File: config.mk
export PLATFORM = sky130hd
export DESIGN_NAME = ecc_dsa_top
export DESIGN_NICKNAME = d
export VERILOG_FILES = /design/src/ecc_ctrl_pkg.sv /design/src/ecc_arith_unit.sv /design/src/ecc_dsa_top.sv /design/src/ecc_range_check.sv /design/src/ecc_reg_bank.sv /design/src/ecc_seq_fsm.sv /design/src/ecc_seq_rom.sv
export SDC_FILE = /design/constraint.sdc
export NUM_CORES = 1
export LEC_CHECK = 0
export CORE_ASPECT_RATIO = 0.5
export CORE_MARGIN = 2
export CORE_UTILIZATION = 40
export DETAILED_ROUTE_END_ITERATION = 10
export DONT_BUFFER_PORTS = 1
export PLACE_DENSITY = 0.63
export SLEW_MARGIN = 40
export SYNTH_ARGS = -nofsm -noshare
export SYNTH_HDL_FRONTEND = slang
export SYNTH_SLANG_ARGS = --single-unit
File: constraint.sdc
create_clock -name clk -period 5.7 [get_ports clk]
set_input_delay 0.285 -clock clk [delete_from_list [all_inputs] [get_ports clk]]
set_output_delay 0.285 -clock clk [all_outputs]
set_load 0.01 [all_outputs]
File: src/ecc_ctrl_pkg.sv
/*
 * shared types for the microcoded ECC controller
 * word and address types, command/opcode/register enums,
 * instruction layout and program start addresses
 */
package ecc_ctrl_pkg;

    localparam int WORD_W    = 16;
    localparam int MEM_DEPTH = 8;
    localparam int PC_W      = 6;

    typedef logic [WORD_W-1:0]            word_t;
    typedef logic [$clog2(MEM_DEPTH)-1:0] mem_addr_t;
    typedef logic [PC_W-1:0]              pc_t;

    // command codes as seen on cmd_i
    typedef enum logic [1:0] {
        CMD_NONE,
        CMD_KEYGEN,
        CMD_SIGN,
        CMD_VERIFY
    } cmd_e;

    typedef enum logic [2:0] {
        UOP_NOP,
        UOP_WR_CORE,
        UOP_RD_CORE,
        UOP_ADD,
        UOP_MUL,
        UOP_END
    } opcode_e;

    // ids below ID_OUT_PUBKEY are operand sources, the rest are result sinks
    typedef enum logic [3:0] {
        ID_PRIVKEY,
        ID_NONCE,
        ID_MSG,
        ID_PUBKEY,
        ID_SIG_R,
        ID_SIG_S,
        ID_CONST_G,
        ID_OUT_PUBKEY,
        ID_OUT_R,
        ID_OUT_S,
        ID_OUT_VERIFY
    } reg_id_e;

    // one 16-bit microcode word
    typedef struct packed {
        opcode_e   opcode;
        reg_id_e   reg_id;
        mem_addr_t dst;
        mem_addr_t src_a;
        mem_addr_t src_b;
    } instr_t;

    typedef enum logic [1:0] {
        ST_IDLE,
        ST_RUN,
        ST_HALT
    } fsm_state_e;

    // ---------------------------
    // program entry points
    localparam pc_t PC_RESET  = pc_t'(0);
    localparam pc_t PC_KEYGEN = pc_t'(1);
    localparam pc_t PC_SIGN   = pc_t'(6);
    localparam pc_t PC_VERIFY = pc_t'(16);

endpackage

File: src/ecc_arith_unit.sv
/*
 * operand memory with modular adder and
 * bit-serial modular multiplier, busy while multiplying
 */
module ecc_arith_unit #(
    parameter int unsigned Q_MOD = 65521
) (
    input  logic                    clk,
    input  logic                    reset_n,
    input  logic                    zeroize_i,
    input  logic                    issue_i,
    input  ecc_ctrl_pkg::opcode_e   op_i,
    input  ecc_ctrl_pkg::mem_addr_t dst_i,
    input  ecc_ctrl_pkg::mem_addr_t src_a_i,
    input  ecc_ctrl_pkg::mem_addr_t src_b_i,
    input  ecc_ctrl_pkg::word_t     data_i,
    output ecc_ctrl_pkg::word_t     data_o,
    output logic                    busy_o
);
    import ecc_ctrl_pkg::*;

    localparam word_t Q     = word_t'(Q_MOD);
    localparam int    CNT_W = $clog2(WORD_W);

    word_t            mem [MEM_DEPTH];
    word_t            mul_a;
    word_t            mul_b;
    word_t            acc;
    word_t            acc_dbl;
    word_t            acc_nxt;
    mem_addr_t        mul_dst;
    logic             mul_busy;
    logic [CNT_W-1:0] bit_cnt;

    // both operands are already reduced, so one subtract is enough
    function automatic word_t mod_add(word_t x, word_t y);
        logic [WORD_W:0] sum;
        sum = {1'b0, x} + {1'b0, y};
        if (sum >= {1'b0, Q}) begin
            sum = sum - {1'b0, Q};
        end
        return sum[WORD_W-1:0];
    endfunction

    // ------------------------------
    // msb-first double and add
    assign acc_dbl = mod_add(acc, acc);
    assign acc_nxt = mul_b[WORD_W-1] ? mod_add(acc_dbl, mul_a) : acc_dbl;
    assign busy_o  = mul_busy;

    always_ff @(posedge clk or negedge reset_n) begin
        if (!reset_n) begin
            mul_busy <= 1'b0;
            bit_cnt  <= '0;
        end else if (zeroize_i) begin
            mul_busy <= 1'b0;
            bit_cnt  <= '0;
        end else if (issue_i && (op_i == UOP_MUL)) begin
            mul_busy <= 1'b1;
            bit_cnt  <= CNT_W'(WORD_W - 1);
        end else if (mul_busy) begin
            bit_cnt <= bit_cnt - 1'b1;
            if (bit_cnt == '0) begin
                mul_busy <= 1'b0;
            end
        end
    end

    always_ff @(posedge clk) begin
        if (issue_i) begin
            case (op_i)
                UOP_WR_CORE: mem[dst_i] <= data_i;
                UOP_ADD:     mem[dst_i] <= mod_add(mem[src_a_i], mem[src_b_i]);
                UOP_RD_CORE: data_o <= mem[src_a_i];
                UOP_MUL: begin
                    mul_a   <= mem[src_a_i];
                    mul_b   <= mem[src_b_i];
                    mul_dst <= dst_i;
                    acc     <= '0;
                end
                default: begin
                end
            endcase
        end
        if (mul_busy) begin
            acc   <= acc_nxt;
            mul_b <= {mul_b[WORD_W-2:0], 1'b0};
            if (bit_cnt == '0) begin
                mem[mul_dst] <= acc_nxt;
            end
        end
    end

    // the sequencer has to hold off while a product is in flight
    a_no_issue_busy: assert property (@(posedge clk) disable iff (!reset_n)
        busy_o |-> !issue_i);

endmodule

File: src/ecc_dsa_top.sv
/*
 * controller top level
 * ROM, sequencer, arithmetic unit, register bank and range check
 */
module ecc_dsa_top #(
    parameter int unsigned Q_MOD   = 65521,
    parameter int unsigned G_CONST = 7
) (
    input  logic                clk,
    input  logic                reset_n,
    input  ecc_ctrl_pkg::cmd_e  cmd_i,
    input  logic                zeroize_i,
    input  ecc_ctrl_pkg::word_t privkey_i,
    input  ecc_ctrl_pkg::word_t nonce_i,
    input  ecc_ctrl_pkg::word_t msg_i,
    input  ecc_ctrl_pkg::word_t pubkey_i,
    input  ecc_ctrl_pkg::word_t sig_r_i,
    input  ecc_ctrl_pkg::word_t sig_s_i,
    output ecc_ctrl_pkg::word_t pubkey_o,
    output ecc_ctrl_pkg::word_t sig_r_o,
    output ecc_ctrl_pkg::word_t sig_s_o,
    output ecc_ctrl_pkg::word_t verify_o,
    output logic                valid_o,
    output logic                done_o,
    output logic                error_o,
    output logic                ready_o
);
    import ecc_ctrl_pkg::*;

    pc_t    pc;
    instr_t instr;
    word_t  rd_data;
    word_t  wr_data;
    logic   issue;
    logic   busy;
    logic   halt;
    logic   keygen_proc;
    logic   sign_proc;
    logic   verify_proc;
    logic   r_we;
    logic   s_we;

    ecc_seq_rom u_rom (
        .pc_i    (pc),
        .instr_o (instr)
    );

    ecc_seq_fsm u_fsm (
        .clk       (clk),
        .reset_n   (reset_n),
        .zeroize_i (zeroize_i),
        .cmd_i     (cmd_i),
        .instr_i   (instr),
        .busy_i    (busy),
        .halt_i    (halt),
        .pc_o      (pc),
        .issue_o   (issue),
        .ready_o   (ready_o),
        .done_o    (done_o),
        .valid_o   (valid_o),
        .keygen_o  (keygen_proc),
        .sign_o    (sign_proc),
        .verify_o  (verify_proc)
    );

    ecc_arith_unit #(.Q_MOD(Q_MOD)) u_arith (
        .clk       (clk),
        .reset_n   (reset_n),
        .zeroize_i (zeroize_i),
        .issue_i   (issue),
        .op_i      (instr.opcode),
        .dst_i     (instr.dst),
        .src_a_i   (instr.src_a),
        .src_b_i   (instr.src_b),
        .data_i    (wr_data),
        .data_o    (rd_data),
        .busy_o    (busy)
    );

    ecc_reg_bank #(.Q_MOD(Q_MOD), .G_CONST(G_CONST)) u_regs (
        .clk       (clk),
        .reset_n   (reset_n),
        .zeroize_i (zeroize_i),
        .issue_i   (issue),
        .op_i      (instr.opcode),
        .reg_id_i  (instr.reg_id),
        .rd_data_i (rd_data),
        .privkey_i (privkey_i),
        .nonce_i   (nonce_i),
        .msg_i     (msg_i),
        .pubkey_i  (pubkey_i),
        .sig_r_i   (sig_r_i),
        .sig_s_i   (sig_s_i),
        .wr_data_o (wr_data),
        .pubkey_o  (pubkey_o),
        .sig_r_o   (sig_r_o),
        .sig_s_o   (sig_s_o),
        .verify_o  (verify_o),
        .r_we_o    (r_we),
        .s_we_o    (s_we)
    );

    ecc_range_check #(.Q_MOD(Q_MOD)) u_check (
        .clk       (clk),
        .reset_n   (reset_n),
        .zeroize_i (zeroize_i),
        .keygen_i  (keygen_proc),
        .sign_i    (sign_proc),
        .verify_i  (verify_proc),
        .privkey_i (privkey_i),
        .pubkey_i  (pubkey_i),
        .sig_r_i   (sig_r_i),
        .sig_s_i   (sig_s_i),
        .r_we_i    (r_we),
        .s_we_i    (s_we),
        .rd_data_i (rd_data),
        .halt_o    (halt),
        .error_o   (error_o)
    );

endmodule

File: src/ecc_range_check.sv
/*
 * per-command input and output bound checks with sticky error
 */
module ecc_range_check #(
    parameter int unsigned Q_MOD = 65521
) (
    input  logic                clk,
    input  logic                reset_n,
    input  logic                zeroize_i,
    input  logic                keygen_i,
    input  logic                sign_i,
    input  logic                verify_i,
    input  ecc_ctrl_pkg::word_t privkey_i,
    input  ecc_ctrl_pkg::word_t pubkey_i,
    input  ecc_ctrl_pkg::word_t sig_r_i,
    input  ecc_ctrl_pkg::word_t sig_s_i,
    input  logic                r_we_i,
    input  logic                s_we_i,
    input  ecc_ctrl_pkg::word_t rd_data_i,
    output logic                halt_o,
    output logic                error_o
);
    import ecc_ctrl_pkg::*;

    localparam word_t Q = word_t'(Q_MOD);

    logic priv_bad;
    logic out_bad;
    logic sig_bad;
    logic err_live;
    logic err_q;
    logic err_edge;

    // valid scalar lies in 1 .. Q-1
    function automatic logic in_range(word_t v);
        return (v != '0) && (v < Q);
    endfunction

    assign priv_bad = (keygen_i || sign_i) && !in_range(privkey_i);
    assign out_bad  = sign_i && (r_we_i || s_we_i) && (rd_data_i == '0);
    assign sig_bad  = verify_i &&
                      (!in_range(sig_r_i) || !in_range(sig_s_i) || (pubkey_i >= Q));

    assign err_live = priv_bad || out_bad || sig_bad;
    assign err_edge = err_live && !err_q;
    assign halt_o   = err_live || err_q;
    assign error_o  = err_q;

    always_ff @(posedge clk or negedge reset_n) begin
        if (!reset_n) begin
            err_q <= 1'b0;
        end else if (zeroize_i) begin
            err_q <= 1'b0;
        end else if (err_edge) begin
            err_q <= 1'b1;
        end
    end

endmodule

File: src/ecc_reg_bank.sv
/*
 * input operand select, message reduction and
 * result registers written one cycle after the core read
 */
module ecc_reg_bank #(
    parameter int unsigned Q_MOD   = 65521,
    parameter int unsigned G_CONST = 7
) (
    input  logic                  clk,
    input  logic                  reset_n,
    input  logic                  zeroize_i,
    input  logic                  issue_i,
    input  ecc_ctrl_pkg::opcode_e op_i,
    input  ecc_ctrl_pkg::reg_id_e reg_id_i,
    input  ecc_ctrl_pkg::word_t   rd_data_i,
    input  ecc_ctrl_pkg::word_t   privkey_i,
    input  ecc_ctrl_pkg::word_t   nonce_i,
    input  ecc_ctrl_pkg::word_t   msg_i,
    input  ecc_ctrl_pkg::word_t   pubkey_i,
    input  ecc_ctrl_pkg::word_t   sig_r_i,
    input  ecc_ctrl_pkg::word_t   sig_s_i,
    output ecc_ctrl_pkg::word_t   wr_data_o,
    output ecc_ctrl_pkg::word_t   pubkey_o,
    output ecc_ctrl_pkg::word_t   sig_r_o,
    output ecc_ctrl_pkg::word_t   sig_s_o,
    output ecc_ctrl_pkg::word_t   verify_o,
    output logic                  r_we_o,
    output logic                  s_we_o
);
    import ecc_ctrl_pkg::*;

    localparam word_t Q = word_t'(Q_MOD);
    localparam word_t G = word_t'(G_CONST);

    word_t   msg_red;
    reg_id_e rd_id_q;
    logic    rd_strobe;
    logic    rd_q;

    assign rd_strobe = issue_i && (op_i == UOP_RD_CORE);
    assign r_we_o    = rd_q && (rd_id_q == ID_OUT_R);
    assign s_we_o    = rd_q && (rd_id_q == ID_OUT_S);

    // operand for a core write
    always_comb begin
        wr_data_o = '0;
        if (op_i == UOP_WR_CORE) begin
            case (reg_id_i)
                ID_PRIVKEY: wr_data_o = privkey_i;
                ID_NONCE:   wr_data_o = nonce_i;
                ID_MSG:     wr_data_o = msg_red;
                ID_PUBKEY:  wr_data_o = pubkey_i;
                ID_SIG_R:   wr_data_o = sig_r_i;
                ID_SIG_S:   wr_data_o = sig_s_i;
                ID_CONST_G: wr_data_o = G;
                default:    wr_data_o = '0;
            endcase
        end
    end

    // a 16-bit message is below 2Q, one subtract reduces it
    always_ff @(posedge clk) begin
        msg_red <= (msg_i >= Q) ? msg_i - Q : msg_i;
        if (rd_strobe) begin
            rd_id_q <= reg_id_i;
        end
    end

    // ------------------------------
    // write-back, core read data lands one cycle after the strobe
    always_ff @(posedge clk or negedge reset_n) begin
        if (!reset_n) begin
            rd_q     <= 1'b0;
            pubkey_o <= '0;
            sig_r_o  <= '0;
            sig_s_o  <= '0;
            verify_o <= '0;
        end else if (zeroize_i) begin
            rd_q     <= 1'b0;
            pubkey_o <= '0;
            sig_r_o  <= '0;
            sig_s_o  <= '0;
            verify_o <= '0;
        end else begin
            rd_q <= rd_strobe;
            if (rd_q) begin
                case (rd_id_q)
                    ID_OUT_PUBKEY: pubkey_o <= rd_data_i;
                    ID_OUT_R:      sig_r_o  <= rd_data_i;
                    ID_OUT_S:      sig_s_o  <= rd_data_i;
                    ID_OUT_VERIFY: verify_o <= rd_data_i;
                    default: begin
                    end
                endcase
            end
        end
    end

    // the settle gap keeps back-to-back reads apart
    a_rd_mutex: assert property (@(posedge clk) disable iff (!reset_n)
        !(rd_strobe && rd_q));

endmodule

File: src/ecc_seq_fsm.sv
/*
 * command dispatch and program sequencer
 * program counter, settle count, process flags, done/valid status
 */
module ecc_seq_fsm (
    input  logic                 clk,
    input  logic                 reset_n,
    input  logic                 zeroize_i,
    input  ecc_ctrl_pkg::cmd_e   cmd_i,
    input  ecc_ctrl_pkg::instr_t instr_i,
    input  logic                 busy_i,
    input  logic                 halt_i,
    output ecc_ctrl_pkg::pc_t    pc_o,
    output logic                 issue_o,
    output logic                 ready_o,
    output logic                 done_o,
    output logic                 valid_o,
    output logic                 keygen_o,
    output logic                 sign_o,
    output logic                 verify_o
);
    import ecc_ctrl_pkg::*;

    fsm_state_e state;
    logic [1:0] settle_cnt;

    // an instruction goes out only on a quiet boundary
    assign issue_o = (state == ST_RUN) && (settle_cnt == 2'd0) && !busy_i && !halt_i;
    assign ready_o = (state != ST_RUN);

    always_ff @(posedge clk or negedge reset_n) begin
        if (!reset_n) begin
            state      <= ST_IDLE;
            pc_o       <= PC_RESET;
            settle_cnt <= 2'd0;
            done_o     <= 1'b0;
            valid_o    <= 1'b0;
            keygen_o   <= 1'b0;
            sign_o     <= 1'b0;
            verify_o   <= 1'b0;
        end else if (zeroize_i) begin
            state      <= ST_IDLE;
            pc_o       <= PC_RESET;
            settle_cnt <= 2'd0;
            done_o     <= 1'b0;
            valid_o    <= 1'b0;
            keygen_o   <= 1'b0;
            sign_o     <= 1'b0;
            verify_o   <= 1'b0;
        end else begin
            done_o <= 1'b0;
            if (halt_i) begin
                // sticky until zeroize
                state      <= ST_HALT;
                pc_o       <= PC_RESET;
                settle_cnt <= 2'd0;
                keygen_o   <= 1'b0;
                sign_o     <= 1'b0;
                verify_o   <= 1'b0;
            end else begin
                case (state)
                    ST_IDLE: begin
                        if (cmd_i != CMD_NONE) begin
                            state      <= ST_RUN;
                            valid_o    <= 1'b0;
                            settle_cnt <= 2'd0;
                        end
                        keygen_o <= (cmd_i == CMD_KEYGEN);
                        sign_o   <= (cmd_i == CMD_SIGN);
                        verify_o <= (cmd_i == CMD_VERIFY);
                        case (cmd_i)
                            CMD_KEYGEN: pc_o <= PC_KEYGEN;
                            CMD_SIGN:   pc_o <= PC_SIGN;
                            CMD_VERIFY: pc_o <= PC_VERIFY;
                            default:    pc_o <= PC_RESET;
                        endcase
                    end
                    ST_RUN: begin
                        if (busy_i) begin
                            // stall, then settle again once the unit frees up
                            settle_cnt <= 2'd3;
                        end else if (settle_cnt != 2'd0) begin
                            settle_cnt <= settle_cnt - 2'd1;
                        end else if (instr_i.opcode == UOP_END) begin
                            state    <= ST_IDLE;
                            pc_o     <= PC_RESET;
                            done_o   <= 1'b1;
                            valid_o  <= 1'b1;
                            keygen_o <= 1'b0;
                            sign_o   <= 1'b0;
                            verify_o <= 1'b0;
                        end else begin
                            pc_o       <= pc_o + 1'b1;
                            settle_cnt <= 2'd3;
                        end
                    end
                    default: begin
                        // ST_HALT only leaves on zeroize
                    end
                endcase
            end
        end
    end

    // a command arriving mid-program must not move the program counter
    a_no_jump_in_run: assert property (@(posedge clk) disable iff (!reset_n)
        (state == ST_RUN) ##1 (state == ST_RUN) |->
            (pc_o == $past(pc_o)) || (pc_o == pc_t'($past(pc_o) + 1'b1)));

endmodule

File: src/ecc_seq_rom.sv
/*
 * microcode program ROM
 * keygen, sign and verify programs behind a reset NOP
 */
module ecc_seq_rom (
    input  ecc_ctrl_pkg::pc_t    pc_i,
    output ecc_ctrl_pkg::instr_t instr_o
);
    import ecc_ctrl_pkg::*;

    function automatic instr_t mk(opcode_e op, reg_id_e id, mem_addr_t d,
                                  mem_addr_t a, mem_addr_t b);
        instr_t w;
        w.opcode = op;
        w.reg_id = id;
        w.dst    = d;
        w.src_a  = a;
        w.src_b  = b;
        return w;
    endfunction

    always_comb begin
        case (pc_i)
            // ---------------------------
            // keygen: pubkey = privkey * G
            6'd1:  instr_o = mk(UOP_WR_CORE, ID_PRIVKEY,    3'd0, 3'd0, 3'd0);
            6'd2:  instr_o = mk(UOP_WR_CORE, ID_CONST_G,    3'd1, 3'd0, 3'd0);
            6'd3:  instr_o = mk(UOP_MUL,     ID_PRIVKEY,    3'd2, 3'd0, 3'd1);
            6'd4:  instr_o = mk(UOP_RD_CORE, ID_OUT_PUBKEY, 3'd0, 3'd2, 3'd0);
            6'd5:  instr_o = mk(UOP_END,     ID_PRIVKEY,    3'd0, 3'd0, 3'd0);
            // ---------------------------
            // sign: r = nonce * G, s = msg + privkey * r
            6'd6:  instr_o = mk(UOP_WR_CORE, ID_NONCE,      3'd0, 3'd0, 3'd0);
            6'd7:  instr_o = mk(UOP_WR_CORE, ID_CONST_G,    3'd1, 3'd0, 3'd0);
            6'd8:  instr_o = mk(UOP_MUL,     ID_PRIVKEY,    3'd2, 3'd0, 3'd1);
            6'd9:  instr_o = mk(UOP_RD_CORE, ID_OUT_R,      3'd0, 3'd2, 3'd0);
            6'd10: instr_o = mk(UOP_WR_CORE, ID_PRIVKEY,    3'd3, 3'd0, 3'd0);
            6'd11: instr_o = mk(UOP_MUL,     ID_PRIVKEY,    3'd4, 3'd3, 3'd2);
            6'd12: instr_o = mk(UOP_WR_CORE, ID_MSG,        3'd5, 3'd0, 3'd0);
            6'd13: instr_o = mk(UOP_ADD,     ID_PRIVKEY,    3'd6, 3'd5, 3'd4);
            6'd14: instr_o = mk(UOP_RD_CORE, ID_OUT_S,      3'd0, 3'd6, 3'd0);
            6'd15: instr_o = mk(UOP_END,     ID_PRIVKEY,    3'd0, 3'd0, 3'd0);
            // ---------------------------
            // verify: v = s * G + msg * pubkey
            6'd16: instr_o = mk(UOP_WR_CORE, ID_SIG_S,      3'd0, 3'd0, 3'd0);
            6'd17: instr_o = mk(UOP_WR_CORE, ID_CONST_G,    3'd1, 3'd0, 3'd0);
            6'd18: instr_o = mk(UOP_MUL,     ID_PRIVKEY,    3'd2, 3'd0, 3'd1);
            6'd19: instr_o = mk(UOP_WR_CORE, ID_MSG,        3'd3, 3'd0, 3'd0);
            6'd20: instr_o = mk(UOP_WR_CORE, ID_PUBKEY,     3'd4, 3'd0, 3'd0);
            6'd21: instr_o = mk(UOP_MUL,     ID_PRIVKEY,    3'd5, 3'd3, 3'd4);
            6'd22: instr_o = mk(UOP_ADD,     ID_PRIVKEY,    3'd6, 3'd2, 3'd5);
            6'd23: instr_o = mk(UOP_RD_CORE, ID_OUT_VERIFY, 3'd0, 3'd6, 3'd0);
            6'd24: instr_o = mk(UOP_END,     ID_PRIVKEY,    3'd0, 3'd0, 3'd0);
            // address 0 is the reset slot the sequencer parks on
            default: instr_o = mk(UOP_NOP, ID_PRIVKEY, 3'd0, 3'd0, 3'd0);
        endcase
    end

endmodule

Word level (Yosys, flattened, before mapping)
Memory sizes are Yosys's and may differ from the RTL's.
Cells that the tools add are included.
{ "word_totals": {"rom_bits": 512, "n_memories": 2, "output_inout_bits": 68, "inputBits": 101, "wordCells": 234, "ramBits": 128, "regBits": 173} }
{ "op_classes": {"n_addsub": 10, "n_reduce_logical": 62, "n_eq_ne": 30, "muxes": 97, "n_lt_le_gt_ge": 8, "bitwise_logic": 1} }
{ "memory_table": {"columns": ["name", "words", "word_bits", "rd", "rd_clocked_by_memory_dff", "write_ports", "line_no", "text"], "rows": [
  ["(no name shown)", 32, 16, 1, 0, 0, "ecc_seq_rom.sv:23", "case (pc_i)"],
  ["u_arith.mem", 8, 16, 2, 0, 1, "ecc_arith_unit.sv:25", "word_t mem [MEM_DEPTH];"]
]} }
{ "op_table": {"columns": ["operator", "n"], "rows": [
  ["16-bit two-way mux", 29],
  ["16-bit case mux with 7 select lines", 1],
  ["16-bit subtractor, second input constant", 4],
  ["16-bit by 16-bit adder with 17-bit output", 3],
  ["17-bit by 16-bit greater-or-equal comparator with 1-bit output, second input constant", 3],
  ["16-bit less-than comparator, second input constant", 3],
  ["16-bit nonzero test", 3],
  ["1-bit two-way mux", 38],
  ["16-bit greater-or-equal comparator, second input constant", 2],
  ["6-bit two-way mux", 5],
  ["2-bit two-way mux", 12],
  ["2-bit nonzero test", 10],
  ["4-bit by 3-bit equality test with 1-bit output, second input constant", 4],
  ["16-bit logical NOT", 1],
  ["16-bit OR reduction", 1],
  ["1-bit logical AND", 15],
  ["5-bit case mux with 3 select lines", 1],
  ["2-bit AND reduction", 7],
  ["4-bit equality test, second input constant", 3],
  ["4-bit two-way mux", 3],
  ["6-bit case mux with 2 select lines", 1],
  ["3-bit inequality test, second input constant", 3],
  ["4-bit by 2-bit equality test with 1-bit output, second input constant", 2],
  ["4-bit logical NOT", 2],
  ["29 further kinds", 52]
]} }

Depth between registers and ports, before layout
{ "logic_depth": {"depth_word": 14, "mapped_depth": 25, "mapped_depth_nobuf": 22} }

By module
A second synthesis with hierarchy kept.
{ "unflattened": {"hier_cells": 1828, "hier_area_um2": 19712.7} }
{ "by_module_without_submodules": {"columns": ["mod", "seq_area_each_um2", "cells_each", "area_each_um2", "n_inst"], "rows": [
  ["ecc_arith_unit", 5970.7, 1169, 13538.0, 1],
  ["ecc_reg_bank", 2067.0, 423, 4276.6, 1],
  ["ecc_seq_fsm", 375.4, 92, 867.1, 1],
  ["ecc_seq_rom", 0.0, 96, 688.2, 1],
  ["ecc_range_check", 25.0, 48, 342.8, 1]
]} }

Worst setup path after synthesis
Ideal clock, no wire load.
{ "synth_path": {"path_type": "reg2reg", "startpoint": "register u_fsm.pc_o[2]", "endpoint": "memory u_arith.mem[0][11] (netlist name) (data pin)", "setup_time_ns": 0.299, "arrival_time_ns": 5.893, "period_less_slack_ns": 6.192, "path_buffers": 5, "required_time_ns": 5.401, "path_slack_ns": -0.492, "stages_incl_launch_ff": 22, "cell_sequence": "dfrtp_1 > buf_2 > buf_2 > clkbuf_1 > and2_1 > o21ai_0 > a221oi_1 > buf_2 > mux4_2 > mux2_2 > ha_1 > buf_2 > a21o_1 > a31o_2 > o2111ai_1 > nand3_1 > xor2_1 > nand4b_1 > o31ai_4 > mux2_2 > a211oi_1 > a21oi_1"} }
{ "synth_via": {"elab_chain_len": 10, "word_cells_on_any_way": 25, "cone_classes": "add/sub: 2; order compare: 1; eq/ne: 8; mux: 11; reduce/logical: 1; memory: 2"} }
{ "synth_rtl": {"columns": ["element", "line_no", "text"], "rows": [
  ["start, declared", "ecc_seq_fsm.sv:13", "output ecc_ctrl_pkg::pc_t pc_o,"],
  ["start signal, assigned", "ecc_seq_fsm.sv:93", "pc_o <= pc_o + 1'b1;"],
  ["memory read 32 x 16 bit (*)", null, null],
  ["16-bit two-way mux (*)", "ecc_seq_rom.sv:23", null],
  ["memory read 8 x 16 bit", null, null],
  ["16-bit by 16-bit adder with 17-bit output", "ecc_arith_unit.sv:38", "sum = {1'b0, x} + {1'b0, y};"],
  ["16-bit subtractor / 17-bit by 16-bit greater-or-equal comparator with 1-bit output (equally long branches)", "ecc_arith_unit.sv:40, ecc_arith_unit.sv:39", null],
  ["16-bit two-way mux", "ecc_arith_unit.sv:39", "if (sum >= {1'b0, Q}) begin"],
  ["16-bit two-way mux", "ecc_arith_unit.sv:71", "case (op_i)"],
  ["16-bit two-way mux", "ecc_arith_unit.sv:70", "if (issue_i) begin"],
  ["16-bit two-way mux (no line) (*) (2 in a row)", null, null],
  ["end, declared", "ecc_arith_unit.sv:25", null]
]} }
Mark *: on every way between the ends. The rest lies on a longest branch, timed or not. The select of a mux whose other input is x is not followed.

Worst setup path in the final report
{ "layout_path": {"startpoint": "register u_fsm.pc_o[1]", "endpoint": "memory u_arith.mem[7][15] (netlist name) (data pin)"} }
The elaborated chain is that of the path after synthesis.

==> impl_metrics.ini <==
[run_status]
status = finished, final reports clean

[floorplanning]
initial_core_util_pct = 40.5
floorplan.die_area_um2 = 45900
fp.coreArea_um2 = 43600
i_o_pin_cnt = 169
die_h_um = 153
die_w_um = 301
rows = 54

[layout]
seq_area_um2 = 8440
num-nets-final = 1947
fillCellCount = 3875
synth_to_final_area_change_pct = 22.3
utilization_pct = 49.6
layout.cell_area.non_filler_um2 = 21600
post_route_cells_drive_above_1_share_pct = 25.9
multiInputGateArea_um2 = 9330

[timing]
period_minus_slack_ns = 5.55
fin_ws_ns = 0.147
layout_skew_ns = 0.0116
min_period_over_period_pct = 97.4
timing.final.hold_violations = 0
achievable-frequency_ghz = 0.180
relSlewSlack_pct = 37.3
setup_total_negative_slack_ns = 0
setup_viol_count_final = 0
slew_viol_final = 0
worst_margin_slew_ns = 0.932

[logic_synthesis]
syn-instance-count = 1614
synth-edff-count = 198
flops_latches_synth = 301
synthesis.area_per_instance_um2 = 10.9
synth-seq-area-share_pct = 47.8
yosysWarningCount = 0
synthArstFlopShare_pct = 28.6
post_synth_instance_area_um2 = 17700
synth.net_count = 1768
dominantRegCellSynth = edfxtp_1
ys_types = 96

[global_route]
wire_length_of_the_first_global_routing_pass_mm = 81.3
globalRouteTotalUtil_pct = 22.9
antenna_found_initial = 0
first_global_vias = 13700
grt_max_degree = 87
global_route.overflow_total = 0

[detailed_routing]
drtAntennaViolNets = 0
route.final.wire_length_mm = 54.4
wl_cell_um = 22.6
detailedRoute.firstIterationViolations = 1493
detailroute.via_count = 14200
avgViaCountPerCell = 5.89
first_pass_iters = 5
detail_route.drc_violations = 0

[power_and_ir_drop]
power.static_leakage_nw = 8.01
power_density_nw_per_um2 = 460
vdd_drop_max_mv = 0.297

[cts]
clock_insertion_delay_worst_skew_ns = 0.57
numCtsBuffers = 30
tritoncts = built
cts.sinks = 301
cts_root_buf = clkbuf_16
htree_levels = 1
max-clock-path-buffers = 3
clk_pin_slew_ns = 0.07

[critical_path]
path_class = flip-flop to flip-flop
ff2ff_setup_slack_ns = 0.15
worstSetupEndpointType = flip-flop
worstPathMaxFanout = 8
cp_data_required_time_ns = 6.01
sort_of_element_at_the_start_of_the_critical_path = flip-flop
reg2reg_depth = 26
reg2reg_to = u_arith.mem[7][15]
regToRegStartpoint = u_fsm.pc_o[1]
timing.critical_path.arrival_ns = 5.87

[hold_path]
hold_path_startpoint = cmd_i[1]
timing.hold.worst_path_depth = 3
whs_endpoint = u_fsm.pc_o[4]
worst_hold_path_type = input pin to flip-flop

[placed_design]
post-dp-hpwl_mm = 39.5
placed_area_um2 = 19500
gp_congestion = 0.966
dpl_worst_slack_ns = -0.345
io_buffers = 0

[job]
cap_violations = 0
## report_power, final
| group | switching [mW] | internal (mW) |
|---|---|---|
| Combinational | 2.86 | 2.33 |
| Clock | 0.831 | 1.12 |
| Sequential | 0.0810 | 2.72 |
## layout by cell type (no fill, tap or decap), types with 7 or more instances in the layout
cell,instances
o21ai_1,7
dfxtp_1,17
a21oi_1,106
xor2_1,13
a21oi_2,7
edfxtp_1,198
mux2_2,31
nand2b_1,18
ha_1,37
inv_1,36
a21o_1,11
dfrtp_1,86
mux4_2,67
nor4_1,22
xnor2_1,28
buf_12,8
a22o_1,16
clkbuf_1,11
o21a_1,11
and2_1,16
clkbuf_16,35
a211oi_1,14
o211ai_1,8
ha_4,11
nand2_1,214
mux2i_1,41
and3_1,12
buf_4,182
or3_1,8
a22oi_1,20
o21ai_0,58
dlygate4sd3_1,21
mux2_4,7
a31oi_1,14
nor2_1,112
nor3_1,24
nor2b_1,28
or2_2,10
nand4_1,22
nand3_1,34
## critical path, stage by stage (launching register included)
cell and delay, ns:
dfrtp_1 0.35, buf_4 0.12, inv_1 0.05, buf_4 0.16, ha_2 0.20, nand2b_4 0.15
a221oi_4 0.30, buf_12 0.17, buf_12 0.14, mux4_2 0.51, mux2_4 0.31, ha_2 0.21
inv_2 0.06, fa_2 0.22, nand2b_4 0.14, buf_4 0.13, a21oi_1 0.10, nor3_2 0.24
nor3_2 0.09, nor3_2 0.35, nand2_2 0.16, buf_6 0.16, nor3b_2 0.19, mux2_4 0.32
a211oi_2 0.21, a21oi_1 0.07, buf_4 0.19
## area by class of cell
type                    count  area share (%)
inverters                  41           0.713
well taps                 588            3.41
repair buffers            224            9.15
clock buffers              47            4.15
clock inverters             8           0.313
multi-input cells        1195            43.2
diodes                      1          0.0116
flip-flops and latches    301            39.1
## state kept, by name, indices dropped and copies added (netlist names), 2 cells and up
name              flops
u_arith.mem         128
u_regs.msg_red       16
u_regs.pubkey_o      16
u_arith.mul_a        16
u_arith.data_o       16
u_regs.rd_id_q        4
u_arith.mul_b        16
u_fsm.pc_o            6
u_arith.acc          16
u_fsm.settle_cnt      2
u_arith.bit_cnt       4
u_fsm.state           2
u_arith.mul_dst       3
u_regs.sig_r_o       16
u_regs.verify_o      16
u_regs.sig_s_o       16
## repair_timing
action,4_1_cts,5_1_grt
buffers inserted,8,24
setup endpoints to repair,120,128
endpoints found under the hold margin,177,0
hold buffers,23,0
cloned,1,2
pin swaps,10,31
resized for setup,23,88
## worst max-delay path by stage
stage                       start                 end  slack [ns]  cells after the start
floorplan           u_fsm.pc_o[0]  u_arith.mem[0][12]       0.003                     20
global placement    u_fsm.pc_o[0]  u_arith.mem[1][11]       -0.39                     21
detailed placement  u_fsm.pc_o[0]   u_arith.mem[1][3]       -0.34                     22
CTS                 u_fsm.pc_o[1]  u_arith.mem[7][15]       0.002                     25
global route        u_fsm.pc_o[1]  u_arith.mem[2][10]       -0.09                     25
finish              u_fsm.pc_o[1]  u_arith.mem[7][15]        0.15                     26
## per-stage QoR
step,power (mW),hold slack [ns],cells
after floorplan,5.47,-0.0106,1614
final,9.94,0.0364,2405
after global routing,10.4,0.0282,2404
after CTS,9.41,0.00829,2378
after detailed placement,7.24,-0.00888,2291
after global placement,7.21,-0.00792,2290
## synthesized netlist by cell type (15+ instances only)
| master | n | area (um^2) |
|---|---|---|
| nand3_1 | 38 | 190 |
| dfxtp_1 | 17 | 340 |
| o21ai_0 | 65 | 325 |
| a21oi_1 | 115 | 576 |
| nor2_1 | 115 | 432 |
| xnor2_1 | 29 | 254 |
| nor2b_1 | 31 | 194 |
| nor3_1 | 30 | 150 |
| mux2i_1 | 41 | 410 |
| clkbuf_1 | 57 | 214 |
| mux4_2 | 67 | 1510 |
| nor4_1 | 23 | 144 |
| a22oi_1 | 21 | 158 |
| a211oi_1 | 18 | 135 |
| mux2_2 | 38 | 428 |
| nand2_1 | 217 | 815 |
| xor2_1 | 17 | 149 |
| inv_1 | 38 | 143 |
| nand4_1 | 22 | 138 |
| and2_1 | 17 | 106 |
| a31oi_1 | 15 | 93.8 |
| ha_1 | 51 | 638 |
| a22o_1 | 16 | 140 |
| edfxtp_1 | 198 | 5950 |
| dfrtp_1 | 86 | 2150 |
| nand2b_1 | 20 | 125 |
## metal layers
| layer | track usage (%) | share of wire (%) | wire length (um) |
|---|---|---|---|
| met5 | 0 | 0 | 0 |
| met4 | 5.21 | 2.3 | 1270 |
| met3 | 5.09 | 8.8 | 4790 |
| met2 | 35.1 | 44 | 24100 |
| met1 | 33.1 | 45 | 24300 |
## logic make-up after synthesis
kind of cell             count (synthesis)  synth area share [%]
AO/OA/AOI/OAI                          368                  14.0
multiplexers                           146                  13.3
buffers and inverters                  118                  2.73
flip-flops                             301                  47.8
adder cells (fa/ha/maj)                 53                  3.84
XOR/XNOR                                46                  2.28
AND/OR/NAND/NOR                        582                  16.1
Note: power is estimated with default switching activity, not from simulation.
